==> src/include/mbus_defines.svh <==
`ifndef MBUS_DEFINES_SVH
`define MBUS_DEFINES_SVH

// ==================================================
// frame layout
// ==================================================
`define MBUS_ADDR_WIDTH   8
`define MBUS_DATA_WIDTH   32
`define MBUS_DYNA_WIDTH   4
`define MBUS_FRAME_BITS   42      // start, address, data and stop

// ==================================================
// addressing and timing
// ==================================================
`define MBUS_BCAST_PREFIX 4'hF    // top nibble that every layer accepts
`define MBUS_RESP_WINDOW  128     // cycles to wait for our own frame to return

`endif

==> src/rtl/mbus_pkg.sv <==
`default_nettype none

package mbus_pkg;

   // command field in data[31:28] of frames on channel F0
   typedef enum logic [3:0] {
      CMD_ENUM  = 4'd2,
      CMD_INVAL = 4'd3
   } mbus_cmd_t;

   typedef enum logic [1:0] {
      RX_IDLE,
      RX_SHIFTING,
      RX_DONE
   } mbus_rx_state_t;

   typedef enum logic {
      TX_IDLE,
      TX_SENDING
   } mbus_tx_state_t;

   typedef enum logic [1:0] {
      RES_IDLE,
      RES_WAITING,
      RES_REPORT
   } mbus_res_state_t;

endpackage

`default_nettype wire

==> src/rtl/mbus_rx_decode.sv <==
`timescale 1ns/1ps
`default_nettype none

`include "mbus_defines.svh"

module mbus_rx_decode
   import mbus_pkg::*;
#(
   parameter logic [19:0] ADDRESS = 20'h12345
) (
   input  wire                         clk_in,
   input  wire                         rst_n,
   input  wire                         din,
   input  wire                         awaiting,
   output logic                        frame_done,
   output logic                        frame_err,
   output logic [`MBUS_ADDR_WIDTH-1:0] frame_addr,
   output logic [`MBUS_DATA_WIDTH-1:0] frame_data,
   output logic                        line_busy,
   output logic [`MBUS_ADDR_WIDTH-1:0] rx_addr,
   output logic [`MBUS_DATA_WIDTH-1:0] rx_data,
   output logic                        rx_req,
   output logic                        rx_broadcast,
   output logic                        rx_fail,
   input  wire                         rx_ack
);

   localparam int SHIFT_BITS = `MBUS_FRAME_BITS - 1;
   localparam int CNT_W      = $clog2(`MBUS_FRAME_BITS);

   mbus_rx_state_t              state;
   logic [CNT_W-1:0]            bit_cnt;
   logic [SHIFT_BITS-1:0]       shreg;
   logic [`MBUS_DYNA_WIDTH-1:0] short_addr;
   logic                        short_valid;
   logic                        frame_ok;
   logic                        is_bcast;
   logic                        deliver;
   mbus_cmd_t                   cmd;

   // ==================================================
   // framing
   // ==================================================
   always_ff @(posedge clk_in or negedge rst_n) begin
      if (!rst_n) begin
         state   <= RX_IDLE;
         bit_cnt <= '0;
      end else begin
         case (state)
            RX_IDLE, RX_DONE: begin
               if (!din) begin                   // start bit, stop may be followed directly
                  state   <= RX_SHIFTING;
                  bit_cnt <= '0;
               end else begin
                  state <= RX_IDLE;
               end
            end
            RX_SHIFTING: begin
               bit_cnt <= bit_cnt + 1'b1;
               if (bit_cnt == CNT_W'(SHIFT_BITS - 1)) state <= RX_DONE;
            end
            default: state <= RX_IDLE;
         endcase
      end
   end

   always_ff @(posedge clk_in) begin
      if (state == RX_SHIFTING) shreg <= {shreg[SHIFT_BITS-2:0], din};
   end

   assign frame_done = (state == RX_DONE);
   assign frame_err  = frame_done && !shreg[0];  // stop bit sampled as 0
   assign frame_addr = shreg[SHIFT_BITS-1 -: `MBUS_ADDR_WIDTH];
   assign frame_data = shreg[`MBUS_DATA_WIDTH:1];
   assign line_busy  = (state != RX_IDLE) || !din;

   // our own returning frame belongs to tx_result, not to the layer
   assign frame_ok = frame_done && !frame_err && !awaiting;
   assign is_bcast = (frame_addr[7:4] == `MBUS_BCAST_PREFIX);
   assign deliver  = frame_ok && (is_bcast || (short_valid && frame_addr[7:4] == short_addr));
   assign cmd      = mbus_cmd_t'(frame_data[31:28]);

   // ==================================================
   // enumeration and delivery
   // ==================================================
   always_ff @(posedge clk_in or negedge rst_n) begin
      if (!rst_n) begin
         short_addr  <= '0;
         short_valid <= 1'b0;
      end else if (frame_ok && frame_addr == {`MBUS_BCAST_PREFIX, 4'h0}) begin
         if (cmd == CMD_ENUM && frame_data[27:8] == ADDRESS && frame_data[3:0] != 4'hF) begin
            short_addr  <= frame_data[3:0];
            short_valid <= 1'b1;
         end else if (cmd == CMD_INVAL) begin
            short_valid <= 1'b0;              // applies to every layer on the ring
         end
      end
   end

   always_ff @(posedge clk_in or negedge rst_n) begin
      if (!rst_n) begin
         rx_req  <= 1'b0;
         rx_fail <= 1'b0;
      end else begin
         rx_fail <= 1'b0;
         if (rx_req && rx_ack) rx_req <= 1'b0;
         if (deliver) begin
            if (rx_req) rx_fail <= 1'b1;      // previous frame still pending, drop this one
            else rx_req <= 1'b1;
         end
      end
   end

   always_ff @(posedge clk_in) begin
      if (deliver && !rx_req) begin
         rx_addr      <= frame_addr;
         rx_data      <= frame_data;
         rx_broadcast <= is_bcast;
      end
   end

endmodule

`default_nettype wire

==> src/rtl/mbus_tx_engine.sv <==
`timescale 1ns/1ps
`default_nettype none

`include "mbus_defines.svh"

module mbus_tx_engine
   import mbus_pkg::*;
(
   input  wire                         clk_in,
   input  wire                         rst_n,
   input  wire  [`MBUS_ADDR_WIDTH-1:0] tx_addr,
   input  wire  [`MBUS_DATA_WIDTH-1:0] tx_data,
   input  wire                         tx_req,
   input  wire                         line_busy,
   input  wire                         result_busy,
   output logic                        tx_ack,
   output logic                        tx_active,
   output logic                        tx_bit,
   output logic [`MBUS_ADDR_WIDTH-1:0] sent_addr,
   output logic [`MBUS_DATA_WIDTH-1:0] sent_data,
   output logic                        sent_pulse
);

   localparam int SHIFT_BITS = `MBUS_FRAME_BITS - 1;
   localparam int CNT_W      = $clog2(`MBUS_FRAME_BITS);

   mbus_tx_state_t        state;
   logic [CNT_W-1:0]      bit_cnt;
   logic [SHIFT_BITS-1:0] shreg;
   logic                  accept;

   assign accept     = (state == TX_IDLE) && tx_req && !line_busy && !result_busy;
   assign tx_active  = (state == TX_SENDING) || accept;
   assign tx_bit     = (state == TX_SENDING) ? shreg[SHIFT_BITS-1] : 1'b0;  // start bit on accept
   assign sent_pulse = (state == TX_SENDING) && (bit_cnt == CNT_W'(SHIFT_BITS - 1));

   always_ff @(posedge clk_in or negedge rst_n) begin
      if (!rst_n) begin
         state   <= TX_IDLE;
         bit_cnt <= '0;
         tx_ack  <= 1'b0;
      end else begin
         tx_ack <= accept;
         case (state)
            TX_IDLE: begin
               if (accept) begin
                  state   <= TX_SENDING;
                  bit_cnt <= '0;
               end
            end
            TX_SENDING: begin
               bit_cnt <= bit_cnt + 1'b1;
               if (sent_pulse) state <= TX_IDLE;
            end
            default: state <= TX_IDLE;
         endcase
      end
   end

   // the sent copy stays put until the next accept, which tx_result holds off
   always_ff @(posedge clk_in) begin
      if (accept) begin
         shreg     <= {tx_addr, tx_data, 1'b1};
         sent_addr <= tx_addr;
         sent_data <= tx_data;
      end else if (state == TX_SENDING) begin
         shreg <= {shreg[SHIFT_BITS-2:0], 1'b1};
      end
   end

endmodule

`default_nettype wire

==> src/rtl/mbus_tx_result.sv <==
`timescale 1ns/1ps
`default_nettype none

`include "mbus_defines.svh"

module mbus_tx_result
   import mbus_pkg::*;
(
   input  wire                         clk_in,
   input  wire                         rst_n,
   input  wire                         sent_pulse,
   input  wire  [`MBUS_ADDR_WIDTH-1:0] sent_addr,
   input  wire  [`MBUS_DATA_WIDTH-1:0] sent_data,
   input  wire                         frame_done,
   input  wire                         frame_err,
   input  wire  [`MBUS_ADDR_WIDTH-1:0] frame_addr,
   input  wire  [`MBUS_DATA_WIDTH-1:0] frame_data,
   input  wire                         tx_resp_ack,
   output logic                        awaiting,
   output logic                        result_busy,
   output logic                        tx_succ,
   output logic                        tx_fail
);

   localparam int WINDOW  = `MBUS_RESP_WINDOW;
   localparam int TIMER_W = $clog2(WINDOW);

   mbus_res_state_t    state;
   logic [TIMER_W-1:0] timer;
   logic               match;

   assign awaiting    = (state == RES_WAITING);
   assign result_busy = (state != RES_IDLE) || sent_pulse;
   assign match       = !frame_err && frame_addr == sent_addr && frame_data == sent_data;

   always_ff @(posedge clk_in or negedge rst_n) begin
      if (!rst_n) begin
         state   <= RES_IDLE;
         timer   <= '0;
         tx_succ <= 1'b0;
         tx_fail <= 1'b0;
      end else begin
         case (state)
            RES_IDLE: begin
               if (sent_pulse) begin
                  state <= RES_WAITING;
                  timer <= '0;
               end
            end
            RES_WAITING: begin
               timer <= timer + 1'b1;
               if (frame_done) begin            // first frame back is taken as ours
                  tx_succ <= match;
                  tx_fail <= !match;
                  state   <= RES_REPORT;
               end else if (timer == TIMER_W'(WINDOW - 1)) begin
                  tx_fail <= 1'b1;
                  state   <= RES_REPORT;
               end
            end
            RES_REPORT: begin
               if (tx_resp_ack) begin
                  tx_succ <= 1'b0;
                  tx_fail <= 1'b0;
                  state   <= RES_IDLE;
               end
            end
            default: state <= RES_IDLE;
         endcase
      end
   end

endmodule

`default_nettype wire

==> src/rtl/mbus_wire_ctrl.sv <==
`timescale 1ns/1ps
`default_nettype none

module mbus_wire_ctrl (
   input  wire  clk_in,
   input  wire  rst_n,
   input  wire  din,
   input  wire  tx_active,
   input  wire  tx_bit,
   input  wire  awaiting,
   output logic dout
);

   // ==================================================
   // output line
   // ==================================================
   // every path goes through one flop, so din reaches dout a cycle late
   always_ff @(posedge clk_in or negedge rst_n) begin
      if (!rst_n) begin
         dout <= 1'b1;                         // idle line is high
      end else if (tx_active) begin
         dout <= tx_bit;
      end else if (awaiting) begin
         dout <= 1'b1;                         // swallow our own frame on its way back
      end else begin
         dout <= din;
      end
   end

endmodule

`default_nettype wire

==> src/rtl/mbus_layer_wrapper.sv <==
`timescale 1ns/1ps
`default_nettype none

`include "mbus_defines.svh"

module mbus_layer_wrapper #(
   parameter logic [19:0] ADDRESS = 20'h12345
) (
   input  wire                         clk_in,
   input  wire                         rst_n,
   input  wire                         din,
   output logic                        dout,
   input  wire  [`MBUS_ADDR_WIDTH-1:0] tx_addr,
   input  wire  [`MBUS_DATA_WIDTH-1:0] tx_data,
   input  wire                         tx_req,
   output logic                        tx_ack,
   output logic [`MBUS_ADDR_WIDTH-1:0] rx_addr,
   output logic [`MBUS_DATA_WIDTH-1:0] rx_data,
   output logic                        rx_req,
   input  wire                         rx_ack,
   output logic                        rx_broadcast,
   output logic                        rx_fail,
   output logic                        tx_succ,
   output logic                        tx_fail,
   input  wire                         tx_resp_ack
);

   logic                        frame_done;
   logic                        frame_err;
   logic [`MBUS_ADDR_WIDTH-1:0] frame_addr;
   logic [`MBUS_DATA_WIDTH-1:0] frame_data;
   logic                        line_busy;
   logic                        tx_active;
   logic                        tx_bit;
   logic [`MBUS_ADDR_WIDTH-1:0] sent_addr;
   logic [`MBUS_DATA_WIDTH-1:0] sent_data;
   logic                        sent_pulse;
   logic                        awaiting;
   logic                        result_busy;

   // ==================================================
   // decode, execute, result, line
   // ==================================================
   mbus_rx_decode #(.ADDRESS(ADDRESS)) i_rx_decode (
      .clk_in       (clk_in),
      .rst_n        (rst_n),
      .din          (din),
      .awaiting     (awaiting),
      .frame_done   (frame_done),
      .frame_err    (frame_err),
      .frame_addr   (frame_addr),
      .frame_data   (frame_data),
      .line_busy    (line_busy),
      .rx_addr      (rx_addr),
      .rx_data      (rx_data),
      .rx_req       (rx_req),
      .rx_broadcast (rx_broadcast),
      .rx_fail      (rx_fail),
      .rx_ack       (rx_ack)
   );

   mbus_tx_engine i_tx_engine (
      .clk_in      (clk_in),
      .rst_n       (rst_n),
      .tx_addr     (tx_addr),
      .tx_data     (tx_data),
      .tx_req      (tx_req),
      .line_busy   (line_busy),
      .result_busy (result_busy),
      .tx_ack      (tx_ack),
      .tx_active   (tx_active),
      .tx_bit      (tx_bit),
      .sent_addr   (sent_addr),
      .sent_data   (sent_data),
      .sent_pulse  (sent_pulse)
   );

   mbus_tx_result i_tx_result (
      .clk_in      (clk_in),
      .rst_n       (rst_n),
      .sent_pulse  (sent_pulse),
      .sent_addr   (sent_addr),
      .sent_data   (sent_data),
      .frame_done  (frame_done),
      .frame_err   (frame_err),
      .frame_addr  (frame_addr),
      .frame_data  (frame_data),
      .tx_resp_ack (tx_resp_ack),
      .awaiting    (awaiting),
      .result_busy (result_busy),
      .tx_succ     (tx_succ),
      .tx_fail     (tx_fail)
   );

   mbus_wire_ctrl i_wire_ctrl (
      .clk_in    (clk_in),
      .rst_n     (rst_n),
      .din       (din),
      .tx_active (tx_active),
      .tx_bit    (tx_bit),
      .awaiting  (awaiting),
      .dout      (dout)
   );

endmodule

`default_nettype wire

==> config.mk <==
export PLATFORM = sky130hd
export DESIGN_NAME = mbus_layer_wrapper
export DESIGN_NICKNAME = d
export VERILOG_FILES = /design/src/rtl/mbus_pkg.sv /design/src/rtl/mbus_rx_decode.sv /design/src/rtl/mbus_tx_engine.sv /design/src/rtl/mbus_tx_result.sv /design/src/rtl/mbus_wire_ctrl.sv /design/src/rtl/mbus_layer_wrapper.sv
export VERILOG_INCLUDE_DIRS = /design/src /design/src/include
export SDC_FILE = /design/constraint.sdc
export NUM_CORES = 1
export LEC_CHECK = 0
export ABC_CLOCK_PERIOD_IN_PS = 3800
export BUFFER_PORTS_ARGS = -buffer_cell sky130_fd_sc_hd__buf_2
export CAP_MARGIN = 20
export CELL_PAD_IN_SITES_DETAIL_PLACEMENT = 1
export CELL_PAD_IN_SITES_GLOBAL_PLACEMENT = 1
export CORE_ASPECT_RATIO = 1.25
export CORE_UTILIZATION = 45
export CTS_CLUSTER_DIAMETER = 50
export DETAILED_ROUTE_END_ITERATION = 8
export PLACE_DENSITY_LB_ADDON = 0.2
export SYNTH_ARGS = -nofsm -noshare
export SYNTH_HDL_FRONTEND = slang
export SYNTH_SLANG_ARGS = --single-unit
==> constraint.sdc <==
create_clock -name clk_in -period 3.8 [get_ports clk_in]
set_input_delay 0.76 -clock clk_in [delete_from_list [all_inputs] [get_ports clk_in]]
set_output_delay 0.76 -clock clk_in [all_outputs]
set_load 0.02 [all_outputs]
==> flow_summary_export.csv <==
group,metric,value,unit
logic_synthesis,synth_top_area_share,0.6319,
logic_synthesis,synth-seq-cells,197,
worst_setup_path,cp_slowest_cell,"buf_4",
timing,tightest_slew,0.8644,ns
detailed_routing,detail_route.wl_per_cell,18.33,um
detailed_routing,routed_via_density,5.138,
place,io_buffer_count,92,
worst_setup_path,cp_num_cells,6,
worst_setup_path,critPathArrivalTime,2.59,ns
cells_and_area,fin_nets,692,
worst_setup_path,critical_path.top_delay_family,"buffers and inverters",
timing,finClkSkew,0.007869,ns
power_and_ir_drop,power_leakage,3.421,nW
logic_synthesis,synth_flop_cell,"edfxtp_1",
worst_setup_path,cp_num_buf_inv,3,
detailed_routing,firstDrtPassIters,4,
timing,final-setup-viol-count,0,
logic_synthesis,synth_top_family_by_area,"simple AND/OR/NAND/NOR gates",
cells_and_area,layout-drive-gt1-share,0.2296,
logic_synthesis,synth_edf_count,162,
logic_synthesis,synth_xor_area_frac,0.05461,
timing,rsz0062_at_grt,"false",
cells_and_area,antenna_cells,0,
worst_setup_path,path_max_fanout,53,
hold_path,hold_path_class,"in -> async",
cells_and_area,postLayoutCoreUtil,0.5402,
global_route,grt_pass1_vias,4633,
cts,cts.sinks,197,
timing,fmax,0.3973,GHz
cts,cts_tree,"done",
place,dpl.hpwl,11580,um
die,die_area,0.01764,mm2
cts,cts_hold_buf,0,
worst_setup_path,r2r_cells,6,
logic_synthesis,synth_area_leader_cell,"edfxtp_1",
logic_synthesis,netlist_area,0.007699,mm2
logic_synthesis,synth_area_leaders,"edfxtp_1 (63%), dfrtp_1 (11%), nand2_1 (6.9%)",
die,dieWidth,119.0,um
logic_synthesis,syn_nets,585,
worst_setup_path,crit_chain,"inv_1 > ha_1 > and4bb_2 > nand3_1 > inv_2 > buf_4",
logic_synthesis,synth-compound-area-share,0.03299,
timing,finalSetupTns,0,ns
logic_synthesis,synthAdderAreaFrac,0.01463,
logic_synthesis,netlist_instances,530,
cts,cts.clk_slew.worst_paths,0.07,ns
logic_synthesis,async_reset_ff_frac,0.1777,
worst_setup_path,crit_required,3.87,ns
cts,h-tree-depth,4,
global_route,grt_pass1_wl,25490,um
job,cap_violations,0,
logic_synthesis,ys_warn_count,0,
outcome,run_status,"completed",
logic_synthesis,muxShareOfSynthArea,0.01430,
cts,cts-root-buf,"clkbuf_16",
timing,fin_crit_sh,0.6624,
die,core-area,0.01678,mm2
timing,slew_headroom,0.4237,
worst_setup_path,crit_path_start_kind,"register",
cts,clock_path_buffers,2,
timing,hold_violations,0,
cts,post_cts_buffers,0,
logic_synthesis,seq_area_frac_synth,0.7458,
global_route,grt_max_degree,54,
worst_setup_path,criticalPathCategory,"reg -> reg",
logic_synthesis,syn_area_per_cell,14.53,um2
logic_synthesis,synthSimpleGateAreaFrac,0.1261,
cts,ctsResizeCount,0,
power_and_ir_drop,power_density,667.0,mW/mm2
die,initial_core_util,0.4589,
cells_and_area,synthToLayoutAreaGrowth,17.71,%
detailed_routing,vias,4465,
die,io_pins,93,
timing,period_needed,2.517,ns
die,row_count,53,
place,place_congestion,0.7803,
global_route,overflow,0,
cts,numCtsBuffers,17,
power_and_ir_drop,p_total,6.044,mW
detailed_routing,drc,0,
worst_setup_path,slowest_delay,0.50,ns
detailed_routing,antenna_left,0,
global_route,grt_usage,0.1963,
worst_setup_path,crit_path_end_kind,"register",
detailed_routing,drtIter0Drc,273,
power_and_ir_drop,peakVddDrop,388.7,uV
cts,clock_latency,0.43,ns
logic_synthesis,netlist-cell-type-count,45,
global_route,antenna_found_initial,0,
timing,drv_slew,0,
die,fp.dieH,148.2,um
detailed_routing,routed_wl,15930,um
==> cell families (layout without fill, tap and decap cells) <==
kind of cell / after synthesis / in the layout
compound gates: 36 / 36
fa+ha+maj: 9 / 9
mux: 10 / 10
flops: 197 / 197
buf+inv: 22 / 141
simple gates: 208 / 208
xor+xnor: 48 / 48
==> synthesized netlist by cell type (4+ instances only) <==
cell type / number
clkbuf_1: 7
nor3_1: 6
ha_1: 9
nand4_1: 14
o21ai_0: 16
xor2_1: 4
edfxtp_1: 162
buf_2: 5
nand3_1: 12
inv_1: 9
xnor2_1: 44
nor4b_1: 4
a21o_1: 4
a22o_1: 5
nand3b_1: 4
nor2_1: 9
dfrtp_1: 34
nand2_1: 141
mux2_2: 8
==> worst reg2reg max path, delay by kind of cell, from the launching register on <==
kind | cells | cell delay, ns
buf+inv | 3 | 0.80
simple gates | 2 | 0.70
flops | 1 | 0.40
fa+ha+maj | 1 | 0.24
==> worst paths after layout <==
check	from	to	slack, ns
setup reg to reg	i_tx_result.state[0]	i_tx_engine.sent_data[6]	1.28
setup / recovery	i_tx_result.state[0]	i_tx_engine.sent_data[6]	1.28
max in group asynchronous	rst_n	i_tx_engine.bit_cnt[3]	2.82
hold reg to reg	i_tx_result.tx_succ	i_tx_result.tx_succ	0.49
hold / removal	rst_n	i_tx_result.timer[6]	0.44
min in group clk_in	i_tx_result.tx_succ	i_tx_result.tx_succ	0.49
==> registers in the layout (all words and copies together) (netlist names) <==
| signal | cells |
|---|---|
| i_wire_ctrl.dout | 1 |
| i_rx_decode.rx_fail | 1 |
| i_rx_decode.shreg | 41 |
| i_rx_decode.rx_broadcast | 1 |
| i_rx_decode.short_addr | 4 |
| i_tx_engine.state | 1 |
| i_tx_result.tx_succ | 1 |
| i_tx_result.timer | 7 |
| i_tx_engine.sent_addr | 8 |
| i_rx_decode.state | 2 |
| i_rx_decode.rx_data | 32 |
| i_tx_result.tx_fail | 1 |
| i_tx_result.state | 2 |
| i_rx_decode.rx_req | 1 |
| i_rx_decode.rx_addr | 8 |
| i_tx_engine.sent_data | 32 |
| i_rx_decode.short_valid | 1 |
| i_tx_engine.tx_ack | 1 |
| i_rx_decode.bit_cnt | 6 |
| i_tx_engine.shreg | 40 |
| i_tx_engine.bit_cnt | 6 |
==> routing by layer <==
metal	vias to the layer above	track usage	routed length, um
met5	-	0	0
met4	0	0.07152	319
met3	20	0.04640	515
met2	91	0.3273	8078
met1	2241	0.2501	7019
li1	2113	-	-
==> area by class of cell <==
cell class | instances | area, um2
Multi-Input combinational cell | 311 | 1876
Inverter | 10 | 37.54
Tap cell | 220 | 275.3
Clock buffer | 17 | 425.4
Sequential cell | 197 | 5742
Clock inverter | 14 | 186.4
Timing Repair Buffer | 100 | 520.5
Fill cell | 1693 | 7715
==> cell usage in the layout (no fill, tap or decap), drive strengths merged, types with 3 or more instances in the layout <==
| master | instances |
|---|---|
| clkbuf | 17 |
| bufinv | 4 |
| nor3 | 6 |
| nand4 | 14 |
| nor4b | 5 |
| nor2 | 9 |
| inv | 10 |
| nand2b | 3 |
| nand2 | 141 |
| dfrtp | 34 |
| a22o | 5 |
| xnor2 | 44 |
| clkinv | 9 |
| nand3 | 12 |
| ha | 9 |
| a21o | 5 |
| edfxtp | 162 |
| nand3b | 4 |
| nor4 | 3 |
| o21ai | 16 |
| xor2 | 4 |
| buf | 100 |
| mux2 | 8 |
==> where the power goes <==
group | switching [mW] | internal, mW | total, mW
logic | 0.511 | 0.401 | 0.913
registers | 0.413 | 2.86 | 3.27
clock network | 0.770 | 1.09 | 1.86
total | 1.69 | 4.35 | 6.04
==> metrics by stage <==
stage / instances / setup slack (ns) / hold slack, ns / instance area [um2]
final: 869 / 1.283 / 0.4434 / 9062
after global routing: 869 / 1.062 / 0.4992 / 9062
after CTS: 869 / 1.265 / 0.4646 / 9062
after detailed placement: 838 / 1.132 / 0.4836 / 8451
after global placement: 838 / 1.153 / 0.4714 / 8451
after floorplan: 530 / 0.6241 / 0.4330 / 7699
Note: power is estimated with default switching activity, not from simulation.
